$ cat config.mk
export PLATFORM = sky130hd
export DESIGN_NAME = rnn_hidden_store
export DESIGN_NICKNAME = d
export VERILOG_FILES = /design/src/hdl/rnn_pkg.sv /design/src/hdl/rnn_hidden_store.sv
export SDC_FILE = /design/constraint.sdc
export NUM_CORES = 1
export LEC_CHECK = 0
export ABC_CLOCK_PERIOD_IN_PS = 4600
export BUFFER_PORTS_ARGS = -buffer_cell sky130_fd_sc_hd__buf_2
export CAP_MARGIN = 15
export CORE_MARGIN = 1
export CORE_UTILIZATION = 60
export CTS_BUF_LIST = sky130_fd_sc_hd__clkbuf_4 sky130_fd_sc_hd__clkbuf_8 sky130_fd_sc_hd__clkbuf_16
export DETAILED_ROUTE_END_ITERATION = 8
export GPL_ROUTABILITY_DRIVEN = 0
export MAX_ROUTING_LAYER = met4
export PLACE_DENSITY = 0.91
export SYNTH_ARGS = -nofsm -noshare
export SYNTH_HDL_FRONTEND = slang
export SYNTH_SLANG_ARGS = --single-unit
$ cat constraint.sdc
create_clock -name clk -period 4.6 [get_ports clk]
set_input_delay 0.69 -clock clk [delete_from_list [all_inputs] [get_ports clk]]
set_output_delay 0.69 -clock clk [all_outputs]
set_load 0.03 [all_outputs]
$ cat src/hdl/rnn_pkg.sv
`default_nettype none

package rnn_pkg;

	// --------------------------------------------------
	// cell dimensions
	// --------------------------------------------------
	localparam int DIM      = 3;
	localparam int STEPS    = 3;
	// one word per cycle, row-major over a DIM x DIM matrix
	localparam int LOAD_LEN = DIM * STEPS;

	// --------------------------------------------------
	// arithmetic widths
	// --------------------------------------------------
	// signed fixed point, binary point set by FRAC_BITS
	typedef logic signed [15:0] data_t;
	typedef logic signed [31:0] prod_t;
	// six products plus headroom
	typedef logic signed [35:0] acc_t;

	// row or step number
	typedef logic [1:0] idx_t;

	// control phases
	typedef enum logic [2:0] {
		S_IDLE,
		S_LOAD,
		S_RECUR,
		S_OUTPUT,
		S_DONE
	} ctrl_state_t;

endpackage

`default_nettype wire

$ cat src/hdl/rnn_hidden_store.sv
`default_nettype none

module rnn_hidden_store (
	input  wire                               clk,
	input  wire                               rst_n,
	input  wire                               i_load_en,
	input  wire rnn_pkg::idx_t                i_row,
	input  wire rnn_pkg::idx_t                i_step,
	input  wire rnn_pkg::data_t               i_data_h,
	input  wire                               i_res_valid,
	input  wire rnn_pkg::data_t               i_res,
	input  wire                               i_row_en,
	input  wire                               i_commit,
	output rnn_pkg::data_t [rnn_pkg::DIM-1:0] o_h_vec
);

	rnn_pkg::data_t [rnn_pkg::DIM-1:0] h_cur;
	rnn_pkg::data_t [rnn_pkg::DIM-1:0] h_nxt;
	rnn_pkg::data_t [rnn_pkg::DIM-1:0] h_fwd;
	rnn_pkg::idx_t                     row_d;

	// row of the value now sitting in the result register
	always_ff @(posedge clk or negedge rst_n) begin
		if (!rst_n) begin
			row_d <= '0;
		end else if (i_row_en) begin
			row_d <= i_row;
		end
	end

	// next vector with the pending result merged in
	always_comb begin
		h_fwd = h_nxt;
		if (i_res_valid) begin
			h_fwd[row_d] = i_res;
		end
	end

	// y results also land in next, the following recurrence overwrites them
	always_ff @(posedge clk) begin
		h_nxt <= h_fwd;
		if (i_load_en && i_step == '0) begin
			h_cur[i_row] <= i_data_h;
		end else if (i_commit) begin
			h_cur <= h_fwd;
		end
	end

	// on commit the first V row already sees the new state
	assign o_h_vec = i_commit ? h_fwd : h_cur;

endmodule

`default_nettype wire

======== Word-level counts from Yosys, hierarchy flattened ========
Cells that the tools add are included.
word-level totals
  register bits after elaboration ......... 98
operators by class
  order comparisons ....................... 4
  mux-type cells .......................... 9
  reductions and logical operators ........ 4
operators with widths
  kind                count
  $mux 48             3
  $bwmux 48           2
  $demux 16 s2        2
  $mux 16             2
  $lt 2x3->1 const B  2
  $ge 2x1->1 const B  2
  $logic_and 1x1->1   3
  $logic_not 2->1     1

======== Logic depth before layout (Yosys ltp) ========
Gate-level depths: netlist of run 1.
  depth after elaboration ................. 8
  depth in mapped cells ................... 6
  mapped depth without buffers ............ 3

======== Worst setup path before layout of run 1 ========
Ideal clock, no wire load.
  path type ............................... input to output
  start ................................... input port i_res_valid
  end ..................................... output port o_h_vec[10] (netlist name)
  arrival time ............................ 2,004 ps
  required time ........................... 3,910 ps
  path slack .............................. 1,906 ps
  cell stages on the path ................. 5
  buffers on the path ..................... 2
  path through ............................ or3b_1 > buf_6 > buf_12 > mux2i_2 > a21oi_1
RTL lines
  element      RTL line                RTL
  from (decl)  rnn_hidden_store.sv:10  input wire i_res_valid,
  to (decl)    rnn_hidden_store.sv:14  output rnn_pkg::data_t [rnn_pkg::DIM-1:0] o_h_vec

==> flow_summary.ini, run 1 <==
[outcome]
status = finished clean

[place]
postPlaceCellArea_um2 = 5300
port-buffer-count = 89
dpl.hpwl_um = 8410
pre_cts_ws_ns = 1.81

[synthesis]
synth_cell_types = 23
synth_area_per_cell_um2 = 9.87
synthArstFlopShare = 0.0204
ys.warnings.count = 0
synth_seq_cells = 98
ys.flop_type = edfxtp_1
syn_nets = 533
synth_edf_count = 48
seq_area_frac_synth = 0.506
syn_inst = 491
netlist_area_um2 = 4840

[die]
io_pins = 90
dieArea_um2 = 8440
start_util = 0.624
row_count = 32
core-area_um2 = 7770
chipWidth_um = 91.9
die_h_um = 91.9

[drt]
via_count = 4182
ant_nets = 0
drc_errors = 0
wl_met2_um = 5990
top_layer = met4
wl_met1_um = 5060
wire_per_inst_um = 19.3
initialDrtViolationCount = 503
wl_met3_um = 1470
avgViaCountPerCell = 6.26
firstDrtPassIters = 5
wl_um = 12900

[pwr]
pwr-share-comb = 0.304
p_sw_uw = 927
pwr-share-seq = 0.484
power.density_nw_per_um2 = 477
cellLeakagePower_nw = 2.50
p_int_mw = 1.70
ir_drop_uv = 248
p_sw_frac = 0.353
p_clk_frac = 0.212

[flow_run]
maxCapViolations = 0

[worst_setup_path]
cp_data_arrival_time_ns = 2.22
end_kind = output pin
crit_path_start_kind = primary input
worstPathRequired_ns = 3.91
path_class = primary input to output pin
rr_worst_depth = 4
cp-startpoint = i_commit
critical_path.max_fanout = 96
r2r-start = row_d[0]$_DFFE_PN0P_

[cells_and_area]
syn2layout_area_growth_pct = 13.7
layout_common_cells = 88 x buf_2, 50 x nand3b_1, 49 x nor2_1
n_fill_cell = 568
diodes = 0
final_nets = 603
drive_gt1_frac = 0.231
finish.instance_area_um2 = 5510
final_common_cell = buf_2

[grt]
grt_max_degree = 97
grt_pass1_vias = 4010
antenna_found_initial = 0
grt_overflow_total = 0
grt_pass1_wl_um = 20400
grt.total_usage = 0.322

[clocking]
clock_sinks = 98
root_buffer = clkbuf_8
post_cts_buffers = 0
cts_buffers = 9
clock_latency_ns = 0.36
ctsLongestPathBuffers = 2
htree_levels = 3
hold_buffers = 0
cts_resized = 0
cts_tree = yes
path_clk_slew_ns = 0.08

[timing]
relSlewSlack = 0.365
fin_crit_ns = 2.91
period_share = 0.634
setup_violations = 0
final.setup.tns_ns = 0
rsz0062_at_grt = no
worst_slack_ns = 1.69
skew_ns = 0.0142
final_max_slew_viol_count = 0
report.final.hold_viol_count = 0
worst_pin_slew_ns = 0.952
fmax_ghz = 0.343

[min_path]
hold_class = primary input to asynchronous set/reset pin
-- Yosys cell counts, drive strengths merged, types with 16 or more instances --
master	count	share of area
nand3	48	0.050
inv	48	0.037
a21oi	48	0.050
o211ai	48	0.074
mux2i	48	0.11
edfxtp	48	0.30
clkbuf	27	0.021
dfxtp	48	0.20
nor2	49	0.038
buf	16	0.023
nand3b	50	0.077
-- per-stage QoR --
step	std cells	hold WS (ns)	util	power, mW
floorplan	491	0.394	-	1.83
global placement	651	0.452	0.683	2.02
detailed placement	651	0.470	0.683	2.06
CTS	667	0.0938	0.707	2.61
global route	668	0.0876	0.709	2.74
finish	668	0.102	0.709	2.62
-- flip-flops by register name (all words and copies together), names as in the netlist --
register and count:
row_d 2, h_cur 48, h_nxt 48
-- routing by layer --
layer,track usage,vias to the layer above
met5,-,-
met4,0.135,0
met3,0.0572,36
met2,0.493,297
met1,0.425,1968
li1,-,1881
-- power by group through the flow --
stage	logic [mW]	clock network [mW]	registers, mW
after floorplan	0.581	0	1.25
after detailed placement	0.779	0	1.28
final	0.797	0.557	1.27
after global placement	0.750	0	1.27
after global routing	0.860	0.592	1.29
after CTS	0.786	0.556	1.27
-- worst paths after layout --
check                                             to  slack, ns
worst max register to register    h_cur[3]$_DFFE_PP_       2.84
min in group clk                   h_nxt[37]$_DFF_P_       0.49
max in group asynchronous       row_d[0]$_DFFE_PN0P_       4.40
worst min register to register     h_nxt[37]$_DFF_P_       0.49
worst min-delay path            row_d[1]$_DFFE_PN0P_       0.10
worst max-delay path                     o_h_vec[27]       1.69
-- worst max-delay path, cell delays in order --
cell and delay [ns]:
buf_4 0.61, buf_4 0.40, nor2_1 0.09, a21oi_1 0.16, buf_2 0.24
-- layout make-up --
cell class / count / area, µm² / area share
Multi-Input combinational cell: 302 / 2000 / 0.364
Timing Repair Buffer: 102 / 549 / 0.0998
Inverter: 48 / 180 / 0.0327
Clock inverter: 5 / 53.8 / 0.00977
Sequential cell: 98 / 2450 / 0.445
Tap cell: 102 / 128 / 0.0232
Clock buffer: 11 / 139 / 0.0252
-- logic make-up (layout without fill, tap and decap cells) --
group,Yosys count,count (layout),synth area share
multiplexers,50,50,0.112
buffers and inverters,91,166,0.0811
AO/OA/AOI/OAI,97,97,0.125
flip-flops,98,98,0.506
AND/OR/NAND/NOR,155,155,0.176
No activity file was read; power rests on OpenSTA's default activity.
==> run 2: changes to the inputs <==
--- a/config.mk
+++ b/config.mk
@@ -5,16 +5,17 @@
 export SDC_FILE = /design/constraint.sdc
 export NUM_CORES = 1
 export LEC_CHECK = 0
-export ABC_CLOCK_PERIOD_IN_PS = 4600
+export ABC_AREA = 1
+export ABC_CLOCK_PERIOD_IN_PS = 2950
 export BUFFER_PORTS_ARGS = -buffer_cell sky130_fd_sc_hd__buf_2
 export CAP_MARGIN = 15
 export CORE_MARGIN = 1
-export CORE_UTILIZATION = 60
+export CORE_UTILIZATION = 56
 export CTS_BUF_LIST = sky130_fd_sc_hd__clkbuf_4 sky130_fd_sc_hd__clkbuf_8 sky130_fd_sc_hd__clkbuf_16
 export DETAILED_ROUTE_END_ITERATION = 8
 export GPL_ROUTABILITY_DRIVEN = 0
 export MAX_ROUTING_LAYER = met4
-export PLACE_DENSITY = 0.91
+export PLACE_DENSITY = 0.86
 export SYNTH_ARGS = -nofsm -noshare
 export SYNTH_HDL_FRONTEND = slang
 export SYNTH_SLANG_ARGS = --single-unit
==> constraint.sdc (replaced) <==
create_clock -name clk -period 2.95 [get_ports clk]
set_input_delay 0.4425 -clock clk [delete_from_list [all_inputs] [get_ports clk]]
set_output_delay 0.4425 -clock clk [all_outputs]
set_load 0.03 [all_outputs]
==> flow_summary.ini, run 2 <==
[outcome]
status = finished clean

[grt]
use_met3 = 0.0537
grt_max_degree = 52
antenna_found_initial = 0
busiest_layer = met2
grt.total_usage = 0.306
grt_pass1_vias = 4287
met1_usage = 0.396
use_met2 = 0.471
grt_pass1_wl_um = 22000
grt_overflow_total = 0

[synthesis]
ys.flop_type = edfxtp_1
synthArstFlopShare = 0.0204
yosys.area.top_type = edfxtp_1
ys.warnings.count = 0
synth_area_per_cell_um2 = 8.77
synth_seq_cells = 98
syn_inst = 590
synth_cell_types = 24
netlist_area_um2 = 5170
synth_edf_count = 48
synth_area_leaders = edfxtp_1 28%, dfxtp_1 19%, nand2_1 14%
seq_area_frac_synth = 0.474
synth_most_common_cell = nand2_1
syn_nets = 632
yosys-top-cells-count = 188 x nand2_1, 84 x nand3_1
synth_top_area_share = 0.279

[timing]
setup_violations = 0
fin_crit_ns = 2.66
report.final.hold_viol_count = 0
rsz0062_at_grt = no
relSlewSlack = 0.452
final.setup.tns_ns = 0
final_max_slew_viol_count = 0
fmax_ghz = 0.376
worst_slack_ns = 0.289
skew_ns = 0.00827
worst_pin_slew_ns = 0.821
period_share = 0.902

[drt]
firstDrtPassIters = 9
drc_errors = 0
via_count = 4528
wire_per_inst_um = 17.8
ant_nets = 0
avgViaCountPerCell = 5.84
initialDrtViolationCount = 491
wl_um = 13800

[worst_setup_path]
r2r-start = row_d[0]$_DFFE_PN0P_
critical-path-max-stage-delay_ns = 0.58
crit_path_start_kind = register
path_class = register to output pin
critPathTopFamily = simple AND/OR/NAND/NOR gates
worstPathRequired_ns = 2.51
path_buf_inv = 2
end_kind = output pin
r2r-end = h_cur[1]$_DFFE_PP_
r2r_slack_ns = 1.02
critical_path.max_fanout = 35
path_cells = inv_6 -> nand3_4 -> nand2_2 -> nand3_2 -> and2_1 -> buf_2
rr_worst_depth = 6
cp_data_arrival_time_ns = 2.22
crit_slowest_cell = dfrtp_1

[cells_and_area]
syn2layout_area_growth_pct = 10.9
reg_top3 = h_cur x48, h_nxt x48, row_d x2
final_common_cell = nand2_1
drive_gt1_frac = 0.303
layout_common_cells = 188 x nand2_1, 89 x buf_2, 84 x nand3_1
diodes = 0
final_nets = 704

[die]
io_pins = 90
die_h_um = 98.1
start_util = 0.585
dieArea_um2 = 9630
chipWidth_um = 98.1
row_count = 34
core-area_um2 = 8850

[clocking]
htree_levels = 3
clock_latency_ns = 0.36
root_buffer = clkbuf_8
cts_tree = yes
path_clk_slew_ns = 0.09
ctsLongestPathBuffers = 2
cts_resized = 0
cts_buffers = 9
clock_sinks = 98

[pwr]
finalPower_mw = 3.81
power.density_nw_per_um2 = 665
cellLeakagePower_nw = 2.74
ir_drop_uv = 352

[min_path]
hold_class = primary input to register
holdPathStages = 2
worst_hold_startpoint = i_row_en
hold-path-endpoint = row_d[1]$_DFFE_PN0P_

[flow_run]
maxCapViolations = 0

[place]
port-buffer-count = 89
dpl.hpwl_um = 9850
pre_cts_ws_ns = 0.671
==> run 2: cell types whose count changed in the layout (fill, tap and decap cells not counted), moves of 12 or more <==
cell      change
a21oi_1      -48
and2_1       +48
inv_1        -45
mux2i_1      -38
nand2_1     +187
nand3_1      +36
nand3_2      +12
nand3b_1     -50
nand4_1      +37
nor2_1       -47
o211ai_1     -48
or2_2        +48
==> run 2: worst max-delay path by stage <==
stage / startpoint / end / cells after the start
after floorplan: i_step[1] / h_cur[32]$_DFFE_PP_ / 6
after global placement: i_commit / o_h_vec[23] / 5
after detailed placement: i_commit / o_h_vec[23] / 5
after CTS: row_d[0]$_DFFE_PN0P_ / o_h_vec[10] / 6
after global routing: row_d[0]$_DFFE_PN0P_ / o_h_vec[1] / 6
final: row_d[0]$_DFFE_PN0P_ / o_h_vec[10] / 6
==> run 2: repair_timing <==
| item | in CTS | in global routing |
|---|---|---|
| buffers inserted | 0 | 0 |
| hold buffers | 1 | 0 |
| hold endpoints to repair | 2 | 0 |
==> run 2: per-stage QoR <==
step                      hold WS (ns)  std cells  instance area, µm²   util
after CTS                        0.302        775                5740  0.648
after global placement           0.243        758                5530  0.625
after global routing             0.306        775                5740  0.648
after floorplan                  0.147        590                5170      -
final                            0.315        775                5740  0.648
after detailed placement         0.243        758                5530  0.625
==> run 2: cell families after synthesis <==
| family | after synthesis | synth area share |
|---|---|---|
| AND/OR/NAND/NOR | 448 | 0.461 |
| AO/OA/AOI/OAI | 2 | 0.00193 |
| buffers and inverters | 42 | 0.0629 |
| flip-flops | 98 | 0.474 |
==> run 2: per-layer routing <==
layer,up-vias,part of all wire,routed length [µm]
li1,2146,-,-
met1,2099,0.42,5800
met2,236,0.47,6480
met3,47,0.073,1020
met4,0,0.038,524
met5,-,0,0
==> run 2: cell type report <==
type	instances	area (µm²)
Fill cell	751	3110
Sequential cell	98	2450
Tap cell	108	135
Multi-Input combinational cell	450	2400
Timing Repair Buffer	98	528
Clock buffer	10	138
Inverter	5	31.3
Clock inverter	6	56.3
==> run 2: report_power, final <==
part / total, mW / switching [mW] / leakage, nW / internal, mW
clock network: 0.868 / 0.460 / 0.101 / 0.409
logic: 1.13 / 0.750 / 1.70 / 0.381
registers: 1.81 / 0.0818 / 0.942 / 1.73
total: 3.81 / 1.29 / 2.74 / 2.52
