File: config.mk
export PLATFORM = sky130hd
export DESIGN_NAME = rnn_ctrl_fsm
export DESIGN_NICKNAME = d
export VERILOG_FILES = /design/src/hdl/rnn_pkg.sv /design/src/hdl/rnn_ctrl_fsm.sv
export SDC_FILE = /design/constraint.sdc
export NUM_CORES = 1
export LEC_CHECK = 0
export BUFFER_PORTS_ARGS = -buffer_cell sky130_fd_sc_hd__clkbuf_2
export CAP_MARGIN = 20
export CORE_AREA = 2 2 39 41
export CTS_BUF_LIST = sky130_fd_sc_hd__clkbuf_16
export DETAILED_ROUTE_END_ITERATION = 16
export DIE_AREA = 0 0 41 43
export PLACE_DENSITY = 0.47
export SKIP_LAST_GASP = 1
export SYNTH_ARGS = -nofsm -noshare
export SYNTH_HDL_FRONTEND = slang
export SYNTH_SLANG_ARGS = --single-unit
File: constraint.sdc
create_clock -name clk -period 2.43 [get_ports clk]
set_input_delay 0.486 -clock clk [delete_from_list [all_inputs] [get_ports clk]]
set_output_delay 0.486 -clock clk [all_outputs]
set_load 0.01 [all_outputs]
File: src/hdl/rnn_pkg.sv
`default_nettype none

package rnn_pkg;

	// --------------------------------------------------
	// cell dimensions
	// --------------------------------------------------
	localparam int DIM      = 3;
	localparam int STEPS    = 3;
	// one word per cycle, row-major over a DIM x DIM matrix
	localparam int LOAD_LEN = DIM * STEPS;

	// --------------------------------------------------
	// arithmetic widths
	// --------------------------------------------------
	// signed fixed point, binary point set by FRAC_BITS
	typedef logic signed [15:0] data_t;
	typedef logic signed [31:0] prod_t;
	// six products plus headroom
	typedef logic signed [35:0] acc_t;

	// row or step number
	typedef logic [1:0] idx_t;

	// control phases
	typedef enum logic [2:0] {
		S_IDLE,
		S_LOAD,
		S_RECUR,
		S_OUTPUT,
		S_DONE
	} ctrl_state_t;

endpackage

`default_nettype wire

File: src/hdl/rnn_ctrl_fsm.sv
`default_nettype none

module rnn_ctrl_fsm (
	input  wire                  clk,
	input  wire                  rst_n,
	input  wire                  i_in_valid,
	input  wire                  i_last_row,
	input  wire                  i_last_step,
	input  wire                  i_res_valid,
	output rnn_pkg::ctrl_state_t o_state,
	output logic                 o_load_en,
	output logic                 o_row_en,
	output logic                 o_activate,
	output logic                 o_commit,
	output logic                 o_out_valid
);

	rnn_pkg::ctrl_state_t state;
	rnn_pkg::ctrl_state_t phase;
	rnn_pkg::ctrl_state_t next_state;
	logic                 commit_q;
	logic                 out_phase_q;

	// --------------------------------------------------
	// phase seen by the rest of the design
	// --------------------------------------------------
	// first load word arrives while still idle, so load starts at once
	always_comb begin
		phase = state;
		if (state == rnn_pkg::S_IDLE && i_in_valid) begin
			phase = rnn_pkg::S_LOAD;
		end
	end

	always_comb begin
		next_state = phase;
		case (phase)
			rnn_pkg::S_LOAD: begin
				if (i_last_row && i_last_step) begin
					next_state = rnn_pkg::S_RECUR;
				end
			end
			rnn_pkg::S_RECUR: begin
				if (i_last_row) begin
					next_state = rnn_pkg::S_OUTPUT;
				end
			end
			rnn_pkg::S_OUTPUT: begin
				if (i_last_row) begin
					next_state = i_last_step ? rnn_pkg::S_DONE : rnn_pkg::S_RECUR;
				end
			end
			rnn_pkg::S_DONE: next_state = rnn_pkg::S_IDLE;
			default: next_state = phase;
		endcase
	end

	always_ff @(posedge clk or negedge rst_n) begin
		if (!rst_n) begin
			state       <= rnn_pkg::S_IDLE;
			commit_q    <= 1'b0;
			out_phase_q <= 1'b0;
		end else begin
			state       <= next_state;
			// last hidden row is in the result register one cycle later
			commit_q    <= (phase == rnn_pkg::S_RECUR) && i_last_row;
			out_phase_q <= (phase == rnn_pkg::S_OUTPUT);
		end
	end

	// --------------------------------------------------
	// strobes
	// --------------------------------------------------
	assign o_state     = phase;
	assign o_load_en   = (phase == rnn_pkg::S_LOAD) && i_in_valid;
	assign o_row_en    = (phase == rnn_pkg::S_RECUR) || (phase == rnn_pkg::S_OUTPUT);
	// rectifier on hidden rows only, y stays linear
	assign o_activate  = (phase == rnn_pkg::S_RECUR);
	assign o_commit    = commit_q;
	assign o_out_valid = out_phase_q && i_res_valid;

endmodule

`default_nettype wire

# ---- Word-level counts from Yosys, hierarchy flattened
# Cells that the tools add are included.
dict set report totals {
  output_inout_bits 8
  regBits 5
  wordCells 20
}
dict set report classes {
  n_eq_ne 4
  n_reduce_logical 7
  n_mux 6
}
# cell count
set op_table {}
lappend op_table {{3-bit two-way mux} 5}
lappend op_table {{3-bit one-hot mux with 4 select lines} 1}
lappend op_table {{3-bit by 2-bit == test with 1-bit output, second input constant} 2}
lappend op_table {{1-bit logical AND} 5}
lappend op_table {{3-bit by 1-bit == test with 1-bit output, second input constant} 1}
lappend op_table {{3-bit == test, second input constant} 1}
lappend op_table {{3-bit logical NOT} 1}
lappend op_table {{1-bit logical OR} 1}

# ---- Longest topological paths before layout
# Gate-level depths: netlist of the first run.
dict set report depth {
  word_depth 5
  ltp_mapped 4
  mapped_depth_nobuf 3
}

# ---- Worst setup path after synthesis of the first run
# No wires, ideal clock.
dict set report synth_path {
  path_kind {flip-flop to output port}
  from {register state[1]}
  to {output port o_state[0]}
  t_arrival_ps 1045
  path_buffers 1
  path_slack_ps 899
  t_required_ps 1944
  stages_incl_launch_ff 4
  path_cell_list {dfrtp_1 buf_6 nor3b_1 or2_1}
}
dict set report synth_via {
  elab_chain_len 3
}
# element line_no
set synth_rtl {}
lappend synth_rtl {{from (decl)} rnn_ctrl_fsm.sv:18} ;# rnn_pkg::ctrl_state_t state;
lappend synth_rtl {{from (signal assigned)} rnn_ctrl_fsm.sv:60} ;# state <= rnn_pkg::S_IDLE;
lappend synth_rtl {{from (signal assigned)} rnn_ctrl_fsm.sv:64} ;# state <= next_state;
lappend synth_rtl {{3-bit logical NOT} rnn_ctrl_fsm.sv:30} ;# if (state == rnn_pkg::S_IDLE && i_in_valid) begin
lappend synth_rtl {{1-bit logical AND} rnn_ctrl_fsm.sv:30}
lappend synth_rtl {{3-bit two-way mux} rnn_ctrl_fsm.sv:30}
lappend synth_rtl {{to (decl)} rnn_ctrl_fsm.sv:10} ;# output rnn_pkg::ctrl_state_t o_state,
# No other way between the ends.

# ---- Worst setup path in the final report of the first run
# Same ends and word-level chain as after synthesis.

==> run summary, run 1 <==
Status = finished, final reports clean
Max-cap violations = 0
Clock transition at path regs = 30 ps
Seq/Total Area, Yosys = 44.1%
Initial antenna violation count = 0
Required @ worst endpoint = 1940 ps
Gr usage total = 9.75%
Kind of start point of the critical path = flip-flop
Input/output buffers = 13
Pwr dens = 1490 nW/µm²
Clock root buffer = clkbuf_16
Drc violations = 0
Distinct cells, synth = 20
Worst-Skew Late Latency = 230 ps
CTS Sinks = 5
CP endpoint kind = output pin
RSZ-0062 raised after global routing = false
Mapped Area = 284 µm²
Pins over their slew limit = 0
Via Count = 259
Core ar. = 1380 µm²
Avg Inst Size Synth = 9.47 µm²
First-pass GRT wire length = 1010 µm
Largest area contributor in the netlist = dfrtp_1
CTS Buf Count = 3
Reg2reg setup slack = 1370 ps
Area grow syn2layout = 47.1%
First-pass iteration count of the detailed router = 3
Slowest-stage cell, CP = dfrtp_1
Endpoints failing setup = 0
FP Rows = 14
DR vias/cell = 4.39
Skew final = 1.86 ps
Worst setup path class = flip-flop to output pin
Hold Vio Cnt, Final = 0
Max Root-Sink Buffers = 2
Reg2reg path depth = 3
Worst Setup Slack, final = 733 ps
Post-DP HPWL = 425 µm
FMAX = 589 MHz
Cts repair resizes = 0
R2R Path End = state[0]$_DFF_PN0_
Sum Neg Setup Slack = 0 ps
Setup Buffers After CTS = 0
Crit-path cells = nor3b_1 -> or2_1 -> clkbuf_2
CP peak stage delay = 470 ps
Placer Congestion = 0.667
I/O pin total = 14
Initial DRC count = 10
Die Y = 43 µm
Top-area cell type share of the netlist area = 44.1%
Routed len/inst = 10.1 µm
Flop and latch count out of synthesis = 5
Slew HR = 81.0%
Yosys warning count = 0
Dpl cells = 55
Layout cells sized above 1 = 37.2%
Worst EP arrival = 1210 ps
Largest cells by area after synthesis = dfrtp_1 44%, buf_6 7.9%, and2_1 4.4%
Crit-path max FO = 9
CTS tree = done
Fin crit period = 1700 ps
Aggregate routed wire length = 595 µm
Mapped Cells = 30
Maximum VDD drop = 0.000501 V
Syn Nets = 36
CTS hold repair buffers = 0
Final Non-Filler Cells = 59
Vias in the first global route = 237
NumNets Final = 50
Slew at the pin with the worst max-slew slack = 285 ps
Effective utilization at floorplan = 20.5%
Antenna-violating nets left = 0
Tcrit/Tclk final = 69.8%
Die Footprint = 1760 µm²
Leak pwr = 0.000218 µW
H-tree depth = 1
Reg2reg start = state[2]$_DFF_PN0_
Dpl ws = 877 ps
Inserted Diodes = 0
Hold WC Path Type = primary input to asynchronous set/reset pin
Die X = 41 µm
Overflow left after global routing = 0
Largest net degree at the start of global routing = 10
worst max path at each step:
stage	startpoint	slack, ps	depth (start not counted)	to
after floorplan	state[1]$_DFF_PN0_	900	3	o_state[0]
after global placement	i_in_valid	880	4	o_state[0]
after detailed placement	i_in_valid	880	4	o_state[0]
after CTS	state[1]$_DFF_PN0_	720	3	o_state[0]
after global routing	state[1]$_DFF_PN0_	640	3	o_activate
final	state[1]$_DFF_PN0_	730	3	o_state[0]
metrics by stage:
| step | utilization [%] | total power (µW) | hold WS [ps] | area (µm²) |
|---|---|---|---|---|
| 2_1_floorplan | - | 325 | 190 | 284 |
| 3_3_place_gp | 24.5 | 361 | 310 | 339 |
| 3_5_place_dp | 24.5 | 361 | 308 | 339 |
| 4_1_cts | 30.2 | 628 | 70.1 | 418 |
| 5_1_grt | 30.2 | 670 | 77.6 | 418 |
| 6_report | 30.2 | 623 | 68.2 | 418 |
per-layer routing:
layer	vias to the layer above	part of all wire, %	track usage, %
met3	5	12	4.71
met4	0	7.7	14.0
met5	-	0	0
met2	18	33	9.06
li1	126	-	-
met1	110	47	12.3
cell usage after synthesis:
cell type  number
a21oi_1         1
a22o_1          1
a32oi_1         1
and2_1          2
and2b_1         1
and4bb_1        1
buf_6           2
clkbuf_1        2
dfrtp_1         5
inv_1           2
nand2_1         3
nand2b_1        1
nand3_1         1
nor2_1          1
nor2b_1         1
nor3_1          1
nor3b_1         1
o21ai_1         1
o32a_1          1
or2_1           1
cell type report:
class                           instances  area [µm²]
Clock inverter                          1        3.75
Sequential cell                         5         125
Multi-Input combinational cell         19         121
Inverter                                2        7.51
Fill cell                             148         966
Timing Repair Buffer                   13        65.1
Tap cell                               16        20.0
Clock buffer                            3        75.1
power by group:
group,leakage [µW],total (µW),switching (µW),internal (µW)
clock network,0.0000423,263,50.3,213
registers,0.0000608,179,60.0,119
logic,0.000115,181,85.0,95.5
flip-flops by register name (all words and copies together) (netlist names):
signal       flops
state            3
o_commit         1
out_phase_q      1
cells in the final DEF (no fill, tap or decap), types with 2 or more instances in the layout:
cell / n
clkbuf_2: 13
nand2_1: 3
clkbuf_16: 3
inv_1: 3
and2_1: 2
dfrtp_1: 5
cell families (layout without fill, tap and decap cells):
kind of cell	count (synthesis)	in the layout	synth area share, %
AO/OA/AOI/OAI	5	5	13.2
buffers and inverters	6	19	13.2
flip-flops	5	5	44.1
AND/OR/NAND/NOR	14	14	29.5
critical path, delay by kind of cell, from the launching register on:
family                 cells  cell delay (ps)
flip-flops                 1              470
AND/OR/NAND/NOR            2              400
buffers and inverters      1              120
Power figures use the tool's default switching activity.
==> run 2: changes to the inputs <==
Clock period 2.43 ns to 1.7 ns, I/O delays scaled along.
==> run summary, run 2 (synthesis results as in run 1) <==
Status = finished, final reports clean
Setup Buffers After CTS = 0 (unchanged)
DR top layer = met4
FP Rows = 14 (unchanged)
Max Root-Sink Buffers = 2 (unchanged)
Crit. path cell count = 3 (unchanged)
Worst-Skew Late Latency = 230 ps (about the same)
FMAX = 654 MHz
Hold WC Path Type = primary input to asynchronous set/reset pin
Leak pwr = 0.000222 µW (+1.9%)
Die Footprint = 1760 µm² (unchanged)
Antenna-violating nets left = 0 (unchanged)
Largest Register = state
Drc violations = 0 (unchanged)
Dpl ws = 408 ps (-469 ps)
Skew final = 0.835 ps (-1.02 ps)
Placed standard-cell area = 339 µm² (unchanged)
First-pass GRT wire length = 903 µm (-11%)
Required @ worst endpoint = 1360 ps (-580 ps)
Clock root buffer = clkbuf_16
Die X = 41 µm (unchanged)
Via Count = 245 (-5.4%)
Gr usage total = 9.55% (-0.20 points)
Max-cap violations = 0 (unchanged)
Pwr dens = 2080 nW/µm² (+40%)
Clock transition at path regs = 30 ps (about the same)
Overflow left after global routing = 0 (unchanged)
Worst EP arrival = 1190 ps (-20 ps)
Cell area after layout = 428 µm² (+2.4%)
Layout cells sized above 1 = 36.4% (-0.85 points)
Commonest non-fill, non-tap cells in the layout = 13 x clkbuf_2, 5 x dfrtp_1, 3 x nand2_1, 3 x inv_1, 3 x clkbuf_16
Crit-path cells = nor3b_1 -> or2_1 -> clkbuf_2
Slew at the pin with the worst max-slew slack = 258 ps (-27.9 ps)
RSZ-0062 raised after global routing = false
Met3 WL = 83 µm (+15%)
Initial antenna violation count = 0 (unchanged)
Commonest non-fill, non-tap cell in the layout = clkbuf_2
Max reg flops = 3 (unchanged)
CP peak stage delay = 450 ps (-20 ps)
Maximum VDD drop = 0.000580 V (+16%)
CTS Sinks = 5 (unchanged)
Reg2reg path depth = 3 (unchanged)
Crit-path leading delay family = flip-flops
Final Non-Filler Cells = 60 (+1.7%)
Fillers = 146 (-1.4%)
Slew HR = 82.8% (+1.9 points)
H-tree depth = 1 (unchanged)
Effective utilization at floorplan = 20.5% (unchanged)
Slowest-stage cell, CP = dfrtp_1
CP endpoint kind = output pin
Endpoints failing setup = 0 (unchanged)
Pins over their slew limit = 0 (unchanged)
Aggregate routed wire length = 626 µm (+5.2%)
Hold slack = 459 ps (+391 ps)
Fin crit period = 1530 ps
CTS Buf Count = 3 (unchanged)
Routed wl met2 = 259 µm (+33%)
NumNets Final = 51 (+2.0%)
Dpl cells = 55 (unchanged)
Vias in the first global route = 207 (-13%)
CTS tree = done
Placer Congestion = 0.658 (-1.3%)
Routed len/inst = 10.4 µm (+3.5%)
Buf/Inv on CP = 1 (unchanged)
Die Y = 43 µm (unchanged)
Inserted Diodes = 0 (unchanged)
Largest net degree at the start of global routing = 10 (unchanged)
First-pass iteration count of the detailed router = 2 (-1)
Worst Setup Slack, final = 170 ps (-563 ps)
Crit-path max FO = 9 (unchanged)
Core ar. = 1380 µm² (unchanged)
Worst setup path class = flip-flop to output pin
Post-DP HPWL = 440 µm (+3.4%)
Area grow syn2layout = 50.7%
Input/output buffers = 13 (unchanged)
Kind of start point of the critical path = flip-flop
Tcrit/Tclk final = 90.0%
Initial DRC count = 1 (-9)
DR vias/cell = 4.08 (-7.0%)
Met1 WL = 257 µm (-8.2%)
I/O pin total = 14 (unchanged)
Hold Vio Cnt, Final = 0 (unchanged)
Sum Neg Setup Slack = 0 ps (unchanged)
-- run 2: cell count changes in the layout (fill, tap and decap cells not counted), sizes merged --
cell,change
dlygate4sd3,+1
-- run 2: power breakdown --
group	leakage, µW	internal (µW)	switching [µW]	total (µW)
sequential	0.0000608	171	82.3	253
clock	0.0000423	304	73.3	378
combinational	0.000119	138	124	262
-- run 2: through the flow --
stage | util [%] | total power [µW]
finish | 30.9 | 892
global route | 30.9 | 956
CTS | 30.9 | 913
detailed placement | 24.5 | 518
global placement | 24.5 | 518
floorplan | - | 464
-- run 2: path summary, 6_finish.rpt --
path	startpoint	end	slack, ps
max reg2reg	state[2]$_DFF_PN0_	state[0]$_DFF_PN0_	650
max	state[1]$_DFF_PN0_	o_state[0]	170
min in group clk	i_last_row	state[0]$_DFF_PN0_	460
min	rst_n	out_phase_q$_DFF_PN0_	460
max in group asynchronous	rst_n	state[0]$_DFF_PN0_	1100
min reg2reg	state[1]$_DFF_PN0_	state[0]$_DFF_PN0_	630
-- run 2: layer usage --
layer	up-vias	global-route usage, %
li1	128	-
met1	98	8.39
met2	17	11.3
met3	2	6.28
met4	0	14.0
met5	-	0
-- run 2: final cells by class --
type	instances	area (µm²)	share of cell area (%)
sequential	5	125	29.2
clock inverter	1	3.75	0.877
tap	16	20.0	4.68
multi-input combinational	19	121	28.4
timing repair buffer	14	75.1	17.5
inverter	2	7.51	1.75
clock buffer	3	75.1	17.5
-- run 2: repair_timing --
item,4_1_cts,5_1_grt
gates resized for setup,0,0
hold endpoints to repair,5,0
hold buffers,1,0
