**src/hdl/rnn_pkg.sv**
```systemverilog
`default_nettype none

package rnn_pkg;

	// --------------------------------------------------
	// cell dimensions
	// --------------------------------------------------
	localparam int DIM      = 3;
	localparam int STEPS    = 3;
	// one word per cycle, row-major over a DIM x DIM matrix
	localparam int LOAD_LEN = DIM * STEPS;

	// --------------------------------------------------
	// arithmetic widths
	// --------------------------------------------------
	// signed fixed point, binary point set by FRAC_BITS
	typedef logic signed [15:0] data_t;
	typedef logic signed [31:0] prod_t;
	// six products plus headroom
	typedef logic signed [35:0] acc_t;

	// row or step number
	typedef logic [1:0] idx_t;

	// control phases
	typedef enum logic [2:0] {
		S_IDLE,
		S_LOAD,
		S_RECUR,
		S_OUTPUT,
		S_DONE
	} ctrl_state_t;

endpackage

`default_nettype wire

```
**src/hdl/rnn_operand_store.sv**
```systemverilog
`default_nettype none

module rnn_operand_store (
	input  wire                                    clk,
	input  wire                                    rst_n,
	input  wire                                    i_load_en,
	input  wire rnn_pkg::idx_t                     i_row,
	input  wire rnn_pkg::idx_t                     i_step,
	input  wire rnn_pkg::data_t                    i_weight_u,
	input  wire rnn_pkg::data_t                    i_weight_w,
	input  wire rnn_pkg::data_t                    i_weight_v,
	input  wire rnn_pkg::data_t                    i_data_x,
	input  wire rnn_pkg::ctrl_state_t              i_state,
	output rnn_pkg::data_t [rnn_pkg::DIM-1:0]      o_mat_row_a,
	output rnn_pkg::data_t [rnn_pkg::DIM-1:0]      o_mat_row_b,
	output rnn_pkg::data_t [rnn_pkg::DIM-1:0]      o_x_vec
);

	// --------------------------------------------------
	// register files, one packed row per entry
	// --------------------------------------------------
	rnn_pkg::data_t [rnn_pkg::DIM-1:0] mat_u [rnn_pkg::DIM];
	rnn_pkg::data_t [rnn_pkg::DIM-1:0] mat_w [rnn_pkg::DIM];
	rnn_pkg::data_t [rnn_pkg::DIM-1:0] mat_v [rnn_pkg::DIM];
	rnn_pkg::data_t [rnn_pkg::DIM-1:0] x_tab [rnn_pkg::STEPS];

	logic out_phase;

	// during load the step count names the matrix row,
	// the row count names the column
	always_ff @(posedge clk or negedge rst_n) begin
		if (!rst_n) begin
			mat_u <= '{default: '0};
			mat_w <= '{default: '0};
			mat_v <= '{default: '0};
			x_tab <= '{default: '0};
		end else if (i_load_en) begin
			mat_u[i_step][i_row] <= i_weight_u;
			mat_w[i_step][i_row] <= i_weight_w;
			mat_v[i_step][i_row] <= i_weight_v;
			x_tab[i_step][i_row] <= i_data_x;
		end
	end

	// --------------------------------------------------
	// row read out
	// --------------------------------------------------
	assign out_phase = (i_state == rnn_pkg::S_OUTPUT);

	always_comb begin
		if (out_phase) begin
			o_mat_row_a = mat_v[i_row];
			// no input term in y
			o_mat_row_b = '0;
		end else begin
			o_mat_row_a = mat_w[i_row];
			o_mat_row_b = mat_u[i_row];
		end
	end

	assign o_x_vec = x_tab[i_step];

endmodule

`default_nettype wire

```
**config.mk**
```make
export PLATFORM = sky130hd
export DESIGN_NAME = rnn_operand_store
export DESIGN_NICKNAME = d
export VERILOG_FILES = /design/src/hdl/rnn_pkg.sv /design/src/hdl/rnn_operand_store.sv
export SDC_FILE = /design/constraint.sdc
export NUM_CORES = 1
export LEC_CHECK = 0
export ABC_AREA = 1
export BUFFER_PORTS_ARGS = -buffer_cell sky130_fd_sc_hd__buf_2
export CAP_MARGIN = 10
export CORE_MARGIN = 2
export CORE_UTILIZATION = 35
export CTS_CLUSTER_SIZE = 30
export DETAILED_ROUTE_END_ITERATION = 10
export GPL_TIMING_DRIVEN = 0
export PLACE_DENSITY = 0.49
export SLEW_MARGIN = 20
export SYNTH_ARGS = -nofsm -noshare
export SYNTH_HDL_FRONTEND = slang
export SYNTH_SLANG_ARGS = --single-unit
```
**constraint.sdc**
```tcl
create_clock -name clk -period 3.05 [get_ports clk]
set_input_delay 0.1525 -clock clk [delete_from_list [all_inputs] [get_ports clk]]
set_output_delay 0.1525 -clock clk [all_outputs]
set_load 0.02 [all_outputs]
```
Yosys cells after proc, flatten, opt, wreduce, memory -nomap -nowiden
Index checks and enable logic that the tools add are counted.
{"block": "totals", "regBits": 576, "in_bits": 74, "out_inout_bits": 144, "elab_cells": 68}
{"block": "op_classes", "order_cmp": 5, "eq_ne": 1, "muxes": 22, "bitwise_logic": 2, "n_reduce_logical": 2}
{"cell": "$bwmux W144", "count": 4}
{"cell": "$mux W48", "count": 11}
{"cell": "$bmux W48 S2", "count": 4}
{"cell": "$demux W48 S2", "count": 1}
{"cell": "$demux W16 S2", "count": 1}
{"cell": "$mux W16", "count": 1}
{"cell": "$ge A3 B3 Y1 const B", "count": 2}
{"cell": "$not A2 Y3", "count": 2}
{"cell": "$eq A3 B2 Y1 const B", "count": 1}
{"cell": "$lt A2 B3 Y1 const B", "count": 1}
{"cell": "$lt A3 B1 Y1 const B", "count": 1}
{"cell": "$ge A2 B1 Y1 const B", "count": 1}
{"cell": "$logic_and A1 B1 Y1", "count": 2}

Depth between registers and ports, before layout
Gate-level depths: netlist of run 1.
{"block": "depth", "ltp_word": 7, "mapped_depth": 8, "ltp_nobuf": 6}

Worst setup path after synthesis of run 1
No wires, ideal clock.
{"block": "synth_timing", "path_kind": "input -> output", "startpoint": "input port i_row[0]", "endpoint": "output port o_mat_row_a[39] (netlist name)", "arrival_time_ps": 1269, "required_ps": 2897, "setup_slack_ps": 1628, "cell_stages": 8, "path_buffers": 3, "path_cell_list": "nor2_1 > buf_2 > buf_2 > buf_2 > nand2_1 > nand2_1 > nor2_1 > nor2_1"}
{"item": "start: declaration", "line": "rnn_operand_store.sv:7", "rtl": "input wire rnn_pkg::idx_t i_row,"}
{"item": "end: declaration", "line": "rnn_operand_store.sv:14", "rtl": "output rnn_pkg::data_t [rnn_pkg::DIM-1:0] o_mat_row_a,"}

==> results of run 1 <==
-- how the worst max path moves through the flow --
stage	from	to
floorplan	i_row[0]	o_mat_row_a[39]
global placement	rst_n	x_tab[83]$_DFFE_PN0P_
detailed placement	i_state[0]	o_mat_row_b[13]
CTS	i_state[0]	o_mat_row_b[13]
global route	i_state[0]	o_mat_row_b[13]
finish	i_state[0]	o_mat_row_b[13]
-- critical path: cells and delay by family --
| family | cells | cell delay, ns |
|---|---|---|
| buf+inv | 5 | 1.69 |
| simple gates | 2 | 0.71 |
-- report_power, final --
part,leakage [uW],internal (uW),switching [uW]
logic,0.00833,1360,2600
clock network,0.00107,4610,3480
registers,0.00732,9200,937
-- cells in the mapped netlist --
cell / instances
inv_2: 4
nor2_1: 147
nor2_2: 4
o21ai_0: 188
buf_2: 55
clkbuf_1: 128
dfrtp_1: 576
nor2_4: 4
inv_1: 115
buf_1: 44
nand3_1: 394
o21ai_1: 132
nand2_1: 1619
-- through the flow --
stage / cells / TNS, ns / instance area [um^2]
finish: 4786 / 0 / 31400
global route: 4785 / 0 / 31400
CTS: 4785 / 0 / 31400
detailed placement: 4603 / 0 / 28600
global placement: 4596 / -6384.55 / 28400
floorplan: 3410 / 0 / 26100
-- layout make-up --
class | instances | share of cell area
flip-flops and latches | 576 | 0.459
multi-input cells | 2488 | 0.327
clock buffers | 99 | 0.0630
repair buffers | 289 | 0.0618
well taps | 969 | 0.0386
plain buffers | 227 | 0.0293
inverters | 119 | 0.0142
clock inverters | 18 | 0.00626
diodes | 1 | 0.0000797
-- logic make-up (layout without fill, tap and decap cells) --
group / count (synthesis) / after routing / synth area share
AND/OR/NAND/NOR: 2168 / 2168 / 0.333
flip-flops: 576 / 576 / 0.553
buffers and inverters: 346 / 752 / 0.0525
AO/OA/AOI/OAI: 320 / 320 / 0.0615
other: 0 / 1 / 0
-- layer usage --
metal	up-vias	global-route usage	wire, um
met5	-	0	13
met4	2	0.131	5390
met3	190	0.0485	6450
met2	778	0.436	48000
met1	12000	0.372	46800
li1	11500	-	-
-- registers in the layout, summed over array words and instances (netlist names) --
register  cells
mat_w       144
x_tab       144
mat_u       144
mat_v       144
-- repair_timing --
item / 4_1_cts / 5_1_grt
endpoints found under the hold margin: 556 / 0
hold buffers: 65 / 0
setup endpoints to repair: 0 / 0
==> metrics.cfg, run 1 <==
[clocking]
cts_buffer_depth=3
root_buffer=clkbuf_16
h-tree-depth=3
clock-sinks=576
clkSlewWorstSetupHoldPaths_ns=0.06
post_cts_resized=0
cts_setup_buffers=0
clk_latency_ns=0.63
tritoncts=done
numCtsBuffers=68

[die]
start_util=0.352
row_count=100
fp.dieW_um=277
ios=218
core_mm2=0.0741
die-height_um=277
dieArea_mm2=0.0766

[grt]
grt_antenna_before_repair=1
grt_pass1_wl_um=158000
grt-ovfl-total=0
grt_usage=0.277
grt_pass1_vias=24100
grt_max_degree=93

[worst_setup_path]
cp_cell_sequence=buf_2 -> nand3_1 -> clkbuf_1 -> clkbuf_1 -> nand2_1 -> inv_1 -> buf_2
slowest_stage=clkbuf_1
endpoint_kind=primary output
cp_max_fo=10
reg2reg_slack_ns=2.27
critPathMaxStageDelay_ns=0.68
critical_path_class=in2out
r2r-end=mat_v[142]$_DFFE_PN0P_
cp_data_arrival_time_ns=2.57
required_ns=2.90
cp-start-kind=input port
r2r_cells=2
r2r_start=mat_v[142]$_DFFE_PN0P_

[sta]
tightest_slew_ns=1.11
whs_ns=0.0371
finalCritPeriodShare=0.894
skew_ns=0
rsz0062_at_grt=false
setup_ws_ns=0.324
period_needed_ns=2.73
slew_viol_final=0
setup_viol=0
relSlewSlack=0.256
hold_viol_final=0
fmax_ghz=0.367

[power]
p_leak_uw=0.0167
ir_worst_vdd_uv=435
power.total_uw=22200
power_density_mw_per_mm2=707

[finish]
final_nets=3843
final_cell_mix=nand2_1, dfrtp_1, nand3_1, buf_2, o21ai_0
multi_input_area_mm2=0.0103
layout-drive-gt1-share=0.103
syn_to_final_growth_pct=20.5
fill_cells=7867
final_core_util=0.424
layout_commonest_cell=nand2_1
final-seq-area_mm2=0.0144

[run]
maxCapViolations=0

[routing]
firstDrtPassIters=5
drtIter0Drc=2145
via_per_inst=5.10
drc=0
ant_nets=0
wl_um=107000
wire_per_inst_um=22.3
num_vias=24400

[min_path]
holdCritPathClass=in2async

[yosys]
synthTopCellsByArea=dfrtp_1, nand2_1, nand3_1
synthCells=3410
ys_seq_area_frac=0.553
synth_top_area_frac=0.553
ys_warn_count=0
synth-seq-cells=576
syn_area_mm2=0.0261
syn_nets=3484
syn_avg_cell_area_um2=7.64
synth_top_cell_by_area=dfrtp_1
synth.distinct_cells=13

[placed_design]
finalWeightedCongestion=0.858
post-dp-hpwl_um=74400
portBuffers=217
post-place-ws_ns=0.282

[run_status]
outcome=finished clean

No activity file was read; power rests on OpenSTA's default activity.
==> run 2: changes to the inputs <==
--- a/config.mk
+++ b/config.mk
@@ -8,12 +8,14 @@
 export ABC_AREA = 1
 export BUFFER_PORTS_ARGS = -buffer_cell sky130_fd_sc_hd__buf_2
 export CAP_MARGIN = 10
+export CELL_PAD_IN_SITES_DETAIL_PLACEMENT = 0
+export CELL_PAD_IN_SITES_GLOBAL_PLACEMENT = 1
 export CORE_MARGIN = 2
 export CORE_UTILIZATION = 35
 export CTS_CLUSTER_SIZE = 30
 export DETAILED_ROUTE_END_ITERATION = 10
 export GPL_TIMING_DRIVEN = 0
-export PLACE_DENSITY = 0.49
+export PLACE_DENSITY = 0.63
 export SLEW_MARGIN = 20
 export SYNTH_ARGS = -nofsm -noshare
 export SYNTH_HDL_FRONTEND = slang
==> run 2 against run 1 <==
Global-route usage rose by 0.079 points. Non-clock buffer count decreased by 1. Utilization increased by 0.14 points. Sequential power about the same. Final cell count is 0.15% higher. Combinational power barely moved. Power increased by 1.6%. Flip-flop and latch count did not move. Via count rose by 0.87%. Die area unchanged. Sequential share of layout area decreased by 0.15 points. Wire length increased by 0.42%. Largest cell class unchanged.
==> metrics.cfg, run 2 (synthesis gave the netlist of run 1 again) <==
[sta]
hold_viol_final=0  ; unchanged
relSlewSlack=0.260  ; +0.00316
setup_ws_ns=0.214  ; -0.109 ns
rsz0062_at_grt=false
fmax_ghz=0.353  ; -3.9%
finalCritPeriodShare=0.930  ; +0.0359
period_needed_ns=2.84  ; +0.109 ns
fin_tns_setup_ns=0  ; unchanged
setup_viol=0  ; unchanged
skew_ns=0  ; unchanged
tightest_slew_ns=1.11  ; -0.00473 ns
slew_viol_final=0  ; unchanged

[clocking]
clock-sinks=576  ; unchanged
root_buffer=clkbuf_16
cts_buffer_depth=3  ; unchanged
clkSlewWorstSetupHoldPaths_ns=0.05  ; about the same
clk_latency_ns=0.60  ; -0.03 ns
h-tree-depth=3  ; unchanged
tritoncts=done
post_cts_resized=0  ; unchanged
cts_setup_buffers=0  ; unchanged
numCtsBuffers=70  ; +2.9%

[power]
internal_power_uw=15600  ; +3.0%
p_sw_uw=6910  ; -1.5%
ir_worst_vdd_uv=401  ; -7.9%
sw_frac_of_total=0.307  ; -0.00958
comb_power_share=0.176  ; -0.003
power_density_mw_per_mm2=716  ; +1.2%
seq_power_share=0.450  ; -0.007
power.total_uw=22500  ; +1.6%
p_leak_uw=0.0168  ; +0.28%
clkPwrFrac=0.375  ; +0.011

[finish]
final_nets=3844  ; +0.026%
layout_commonest_cell=nand2_1
layout-drive-gt1-share=0.103  ; +0.000389
syn_to_final_growth_pct=20.8
final_cell_mix=nand2_1, dfrtp_1, nand3_1, buf_2, o21ai_0
final_core_util=0.425  ; +0.00137

[worst_setup_path]
endpoint_kind=primary output
crit_path_end=o_mat_row_b[31]
critPathMaxStageDelay_ns=0.87  ; +0.19 ns
required_ns=2.90  ; about the same
cp_max_fo=10  ; unchanged
r2r_start=mat_u[127]$_DFFE_PN0P_
critPathTopFamily=buffers and inverters
cp_cell_sequence=buf_2 -> nand3_1 -> clkbuf_1 -> clkbuf_1 -> nand2_1 -> inv_1 -> buf_2
cp_data_arrival_time_ns=2.68  ; +0.11 ns
reg2reg_slack_ns=2.31  ; +0.04 ns
critical_path_class=in2out
r2r-end=mat_u[127]$_DFFE_PN0P_
crit_buf_inv=5  ; unchanged
r2r_cells=2  ; unchanged
crit_start=i_state[0]
worstSetupPathDepth=7  ; unchanged
cp-start-kind=input port
slowest_stage=clkbuf_1

[run_status]
outcome=finished clean

[grt]
grt_pass1_vias=24200  ; +0.42%
grt_max_degree=99  ; +6.5%
grt_usage=0.278  ; +0.000793
grt_pass1_wl_um=159000  ; +0.20%
grt_antenna_before_repair=3  ; +2
grt-ovfl-total=0  ; unchanged

[routing]
ant_nets=0  ; unchanged
drtIter0Drc=2149  ; +0.19%
wire_per_inst_um=22.3  ; +0.28%
drc=0  ; unchanged
via_per_inst=5.13  ; +0.73%
wl_um=107000  ; +0.42%
num_vias=24600  ; +0.87%
firstDrtPassIters=6  ; +1

[run]
maxCapViolations=0  ; unchanged

[placed_design]
post-place-ws_ns=0.268  ; -0.0141 ns
portBuffers=217  ; unchanged
finalWeightedCongestion=0.868  ; +1.2%
post-dp-hpwl_um=76700  ; +3.0%

[die]
fp.dieW_um=277  ; unchanged
core_mm2=0.0741  ; unchanged
start_util=0.352  ; unchanged
die-height_um=277  ; unchanged
dieArea_mm2=0.0766  ; unchanged
ios=218  ; unchanged
row_count=100  ; unchanged

[min_path]
holdCritPathClass=in2async

==> run 2: changes by cell type in the layout (fill, tap and decap cells not counted), sizes merged <==
cell | previous run | this run
clkbuf | 227 | 233
buf | 323 | 322
clkinvlp | 0 | 1
inv | 121 | 123
bufinv | 1 | 4
clkinv | 15 | 9
diode | 1 | 3
==> run 2: layer usage <==
| layer | GRT usage | vias to the layer above | share of wire |
|---|---|---|---|
| li1 | - | 11500 | - |
| met1 | 0.373 | 12100 | 0.43 |
| met2 | 0.445 | 865 | 0.46 |
| met3 | 0.0431 | 153 | 0.061 |
| met4 | 0.125 | 2 | 0.046 |
| met5 | 0 | - | 0.00012 |
==> run 2: cell type report <==
cell class | count | area [um^2]
Fill cell | 7688 | 42600
Clock inverter | 18 | 211
Timing Repair Buffer | 288 | 1910
Buffer | 227 | 921
Inverter | 119 | 447
Sequential cell | 576 | 14400
Multi-Input combinational cell | 2488 | 10300
Clock buffer | 105 | 2090
Tap cell | 969 | 1210
Antenna cell | 3 | 7.51
==> run 2: worst min-delay path by stage <==
stage	startpoint	endpoint	cells past startpoint
2_1_floorplan	rst_n	mat_u[0]$_DFFE_PN0P_	0
3_3_place_gp	i_weight_w[15]	mat_w[31]$_DFFE_PN0P_	3
3_5_place_dp	rst_n	mat_w[105]$_DFFE_PN0P_	1
4_1_cts	i_load_en	mat_w[99]$_DFFE_PN0P_	5
5_1_grt	i_load_en	mat_w[96]$_DFFE_PN0P_	5
6_report	rst_n	mat_w[105]$_DFFE_PN0P_	2
==> run 2: stage by stage <==
| stage | std cells | cell area [um^2] | hold slack (ns) |
|---|---|---|---|
| detailed placement | 4602 | 28500 | 0.234 |
| global route | 4791 | 31500 | 0.232 |
| floorplan | 3410 | 26100 | -0.143 |
| finish | 4793 | 31500 | 0.188 |
| CTS | 4790 | 31500 | 0.165 |
| global placement | 4596 | 28400 | 0.423 |
==> run 2: power by group through the flow <==
| stage | Sequential (uW) | Combinational, uW | Clock, uW |
|---|---|---|---|
| finish | 10100 | 3960 | 8440 |
| global route | 10300 | 4470 | 8900 |
| CTS | 10100 | 3990 | 8600 |
| detailed placement | 10200 | 3910 | 0 |
| global placement | 10200 | 3800 | 0 |
| floorplan | 9930 | 2470 | 0 |
==> run 2: repair_timing <==
item / 4_1_cts / 5_1_grt
setup endpoints to repair: 0 / 0
hold buffers: 65 / 0
endpoints found under the hold margin: 486 / 0
==> run 3: changes to the inputs <==
--- a/config.mk
+++ b/config.mk
@@ -6,7 +6,7 @@
 export NUM_CORES = 1
 export LEC_CHECK = 0
 export ABC_AREA = 1
-export BUFFER_PORTS_ARGS = -buffer_cell sky130_fd_sc_hd__buf_2
+export BUFFER_PORTS_ARGS = -buffer_cell sky130_fd_sc_hd__clkbuf_2
 export CAP_MARGIN = 10
 export CELL_PAD_IN_SITES_DETAIL_PLACEMENT = 0
 export CELL_PAD_IN_SITES_GLOBAL_PLACEMENT = 1
@@ -16,6 +16,7 @@
 export DETAILED_ROUTE_END_ITERATION = 10
 export GPL_TIMING_DRIVEN = 0
 export PLACE_DENSITY = 0.63
+export SKIP_CTS_REPAIR_TIMING = 1
 export SLEW_MARGIN = 20
 export SYNTH_ARGS = -nofsm -noshare
 export SYNTH_HDL_FRONTEND = slang
==> run 3 against run 2 <==
Critical path depth did not move. Clock skew did not move. Worst setup slack improved by 0.043 ns.
==> metrics.cfg, run 3 (synthesis gave the netlist of run 1 again) <==
[finish]
layout-drive-gt1-share=0.100  ; -0.00311
final_nets=3845  ; +0.026%
final_cell_mix=nand2_1, dfrtp_1, nand3_1, clkbuf_2, o21ai_0
syn_to_final_growth_pct=20.2
layout_commonest_cell=nand2_1
diodes=0  ; -3
final_core_util=0.423  ; -0.00218
fin_area_mm2=0.0313  ; -0.51%

[routing]
firstDrtPassIters=6  ; unchanged
routed.top_layer=met5
via_per_inst=5.18  ; +0.85%
met3_length_um=6440  ; -1.6%
met2_length_um=49300  ; -0.23%
ant_nets=0  ; unchanged
wl_um=107000  ; +0.21%
num_vias=24700  ; +0.56%
wl_met1_um=45900  ; -0.48%
drtIter0Drc=2233  ; +3.9%
wire_per_inst_um=22.4  ; +0.51%
drc=0  ; unchanged

[sta]
finalCritPeriodShare=0.916  ; -0.0142
fmax_ghz=0.358  ; +1.5%
hold_viol_final=0  ; unchanged
skew_ns=0  ; unchanged
setup_ws_ns=0.257  ; +0.0432 ns
rsz0062_at_grt=false
tightest_slew_ns=1.05  ; -0.0557 ns
slew_viol_final=0  ; unchanged
relSlewSlack=0.297  ; +0.0372
period_needed_ns=2.79  ; -0.0432 ns
setup_viol=0  ; unchanged

[grt]
grt_usage=0.277  ; -0.000553
grt_max_degree=93  ; -6.1%
grt_pass1_vias=24100  ; -0.42%
grt_pass1_wl_um=158000  ; -0.54%
grt-ovfl-total=0  ; unchanged
grt_antenna_before_repair=1  ; -2

[worst_setup_path]
required_ns=2.90  ; about the same
cp-start-kind=input port
endpoint_kind=primary output
critical_path_class=in2out
cp_data_arrival_time_ns=2.64  ; -0.04 ns
cp_max_fo=10  ; unchanged

[run]
maxCapViolations=0  ; unchanged

[clocking]
clkSlewWorstSetupHoldPaths_ns=0.06  ; about the same
tritoncts=done
h-tree-depth=3  ; unchanged
clk_latency_ns=0.60  ; about the same
numCtsBuffers=70  ; unchanged
cts_buffer_depth=3  ; unchanged
root_buffer=clkbuf_16
clock-sinks=576  ; unchanged

[die]
core_mm2=0.0741  ; unchanged
ios=218  ; unchanged
start_util=0.352  ; unchanged
fp.dieW_um=277  ; unchanged
dieArea_mm2=0.0766  ; unchanged
die-height_um=277  ; unchanged
row_count=100  ; unchanged

[power]
p_leak_uw=0.0166  ; -0.79%
power_density_mw_per_mm2=705  ; -1.6%
ir_worst_vdd_uv=487  ; +22%

[run_status]
outcome=finished clean

[placed_design]
post-dp-hpwl_um=76800  ; +0.11%
finalWeightedCongestion=0.872  ; +0.40%
portBuffers=217  ; unchanged
post-place-ws_ns=0.286  ; +0.0184 ns
placed_cell_area_mm2=0.0286  ; about the same

[min_path]
holdCritPathClass=in2async

[run 3: cell count changes in the layout (fill, tap and decap cells not counted), sizes merged]
cell      previous run  this run
clkinv               9         3
bufinv               4         0
buf                322       106
clkbuf             233       452
clkinvlp             1         0
inv                123       120
diode                3         0
[run 3: cell type report]
class	count	area (um^2)
clock inverter	4	23.8
fill	7697	42700
tap	969	1210
buffer	227	921
multi-input combinational	2488	10300
clock buffer	107	2090
inverter	119	447
timing repair buffer	289	1940
sequential	576	14400
[run 3: path summary, 6_finish.rpt]
kind / from / end / slack, ns / depth (start not counted)
setup / recovery: i_state[0] / o_mat_row_b[15] / 0.26 / 7
hold / removal: rst_n / mat_w[105]$_DFFE_PN0P_ / 0.09 / 2
setup reg to reg: mat_v[142]$_DFFE_PN0P_ / mat_v[142]$_DFFE_PN0P_ / 2.32 / 2
hold reg to reg: x_tab[71]$_DFFE_PN0P_ / x_tab[71]$_DFFE_PN0P_ / 0.48 / 2
max in group asynchronous: rst_n / x_tab[33]$_DFFE_PN0P_ / 1.22 / 5
min in group clk: i_load_en / mat_w[98]$_DFFE_PN0P_ / 0.21 / 5
[run 3: through the flow]
step,setup TNS (ns),instances,hold WS [ns],total power (uW)
after global placement,-6877.96,4596,0.430,14000
after global routing,0,4779,0.140,23200
final,0,4779,0.0934,22100
after detailed placement,0,4603,0.175,14100
after floorplan,0,3410,-0.143,12400
after CTS,0,4714,-0.462,22100
[run 3: power by group]
part	switching (uW)	internal (uW)
clock	3290	4680
sequential	921	9210
combinational	2620	1350
[run 3: per-layer routing]
| metal | track usage | vias to the layer above |
|---|---|---|
| li1 | - | 11500 |
| met1 | 0.371 | 12300 |
| met2 | 0.441 | 838 |
| met3 | 0.0391 | 183 |
| met4 | 0.141 | 2 |
| met5 | 0 | - |
[run 3: critical path, cell delays in order]
cell and delay (ns):
clkbuf_2 0.09, nand3_1 0.44, clkbuf_1 0.83, clkbuf_1 0.59, nand2_1 0.26, inv_1 0.09, clkbuf_2 0.17
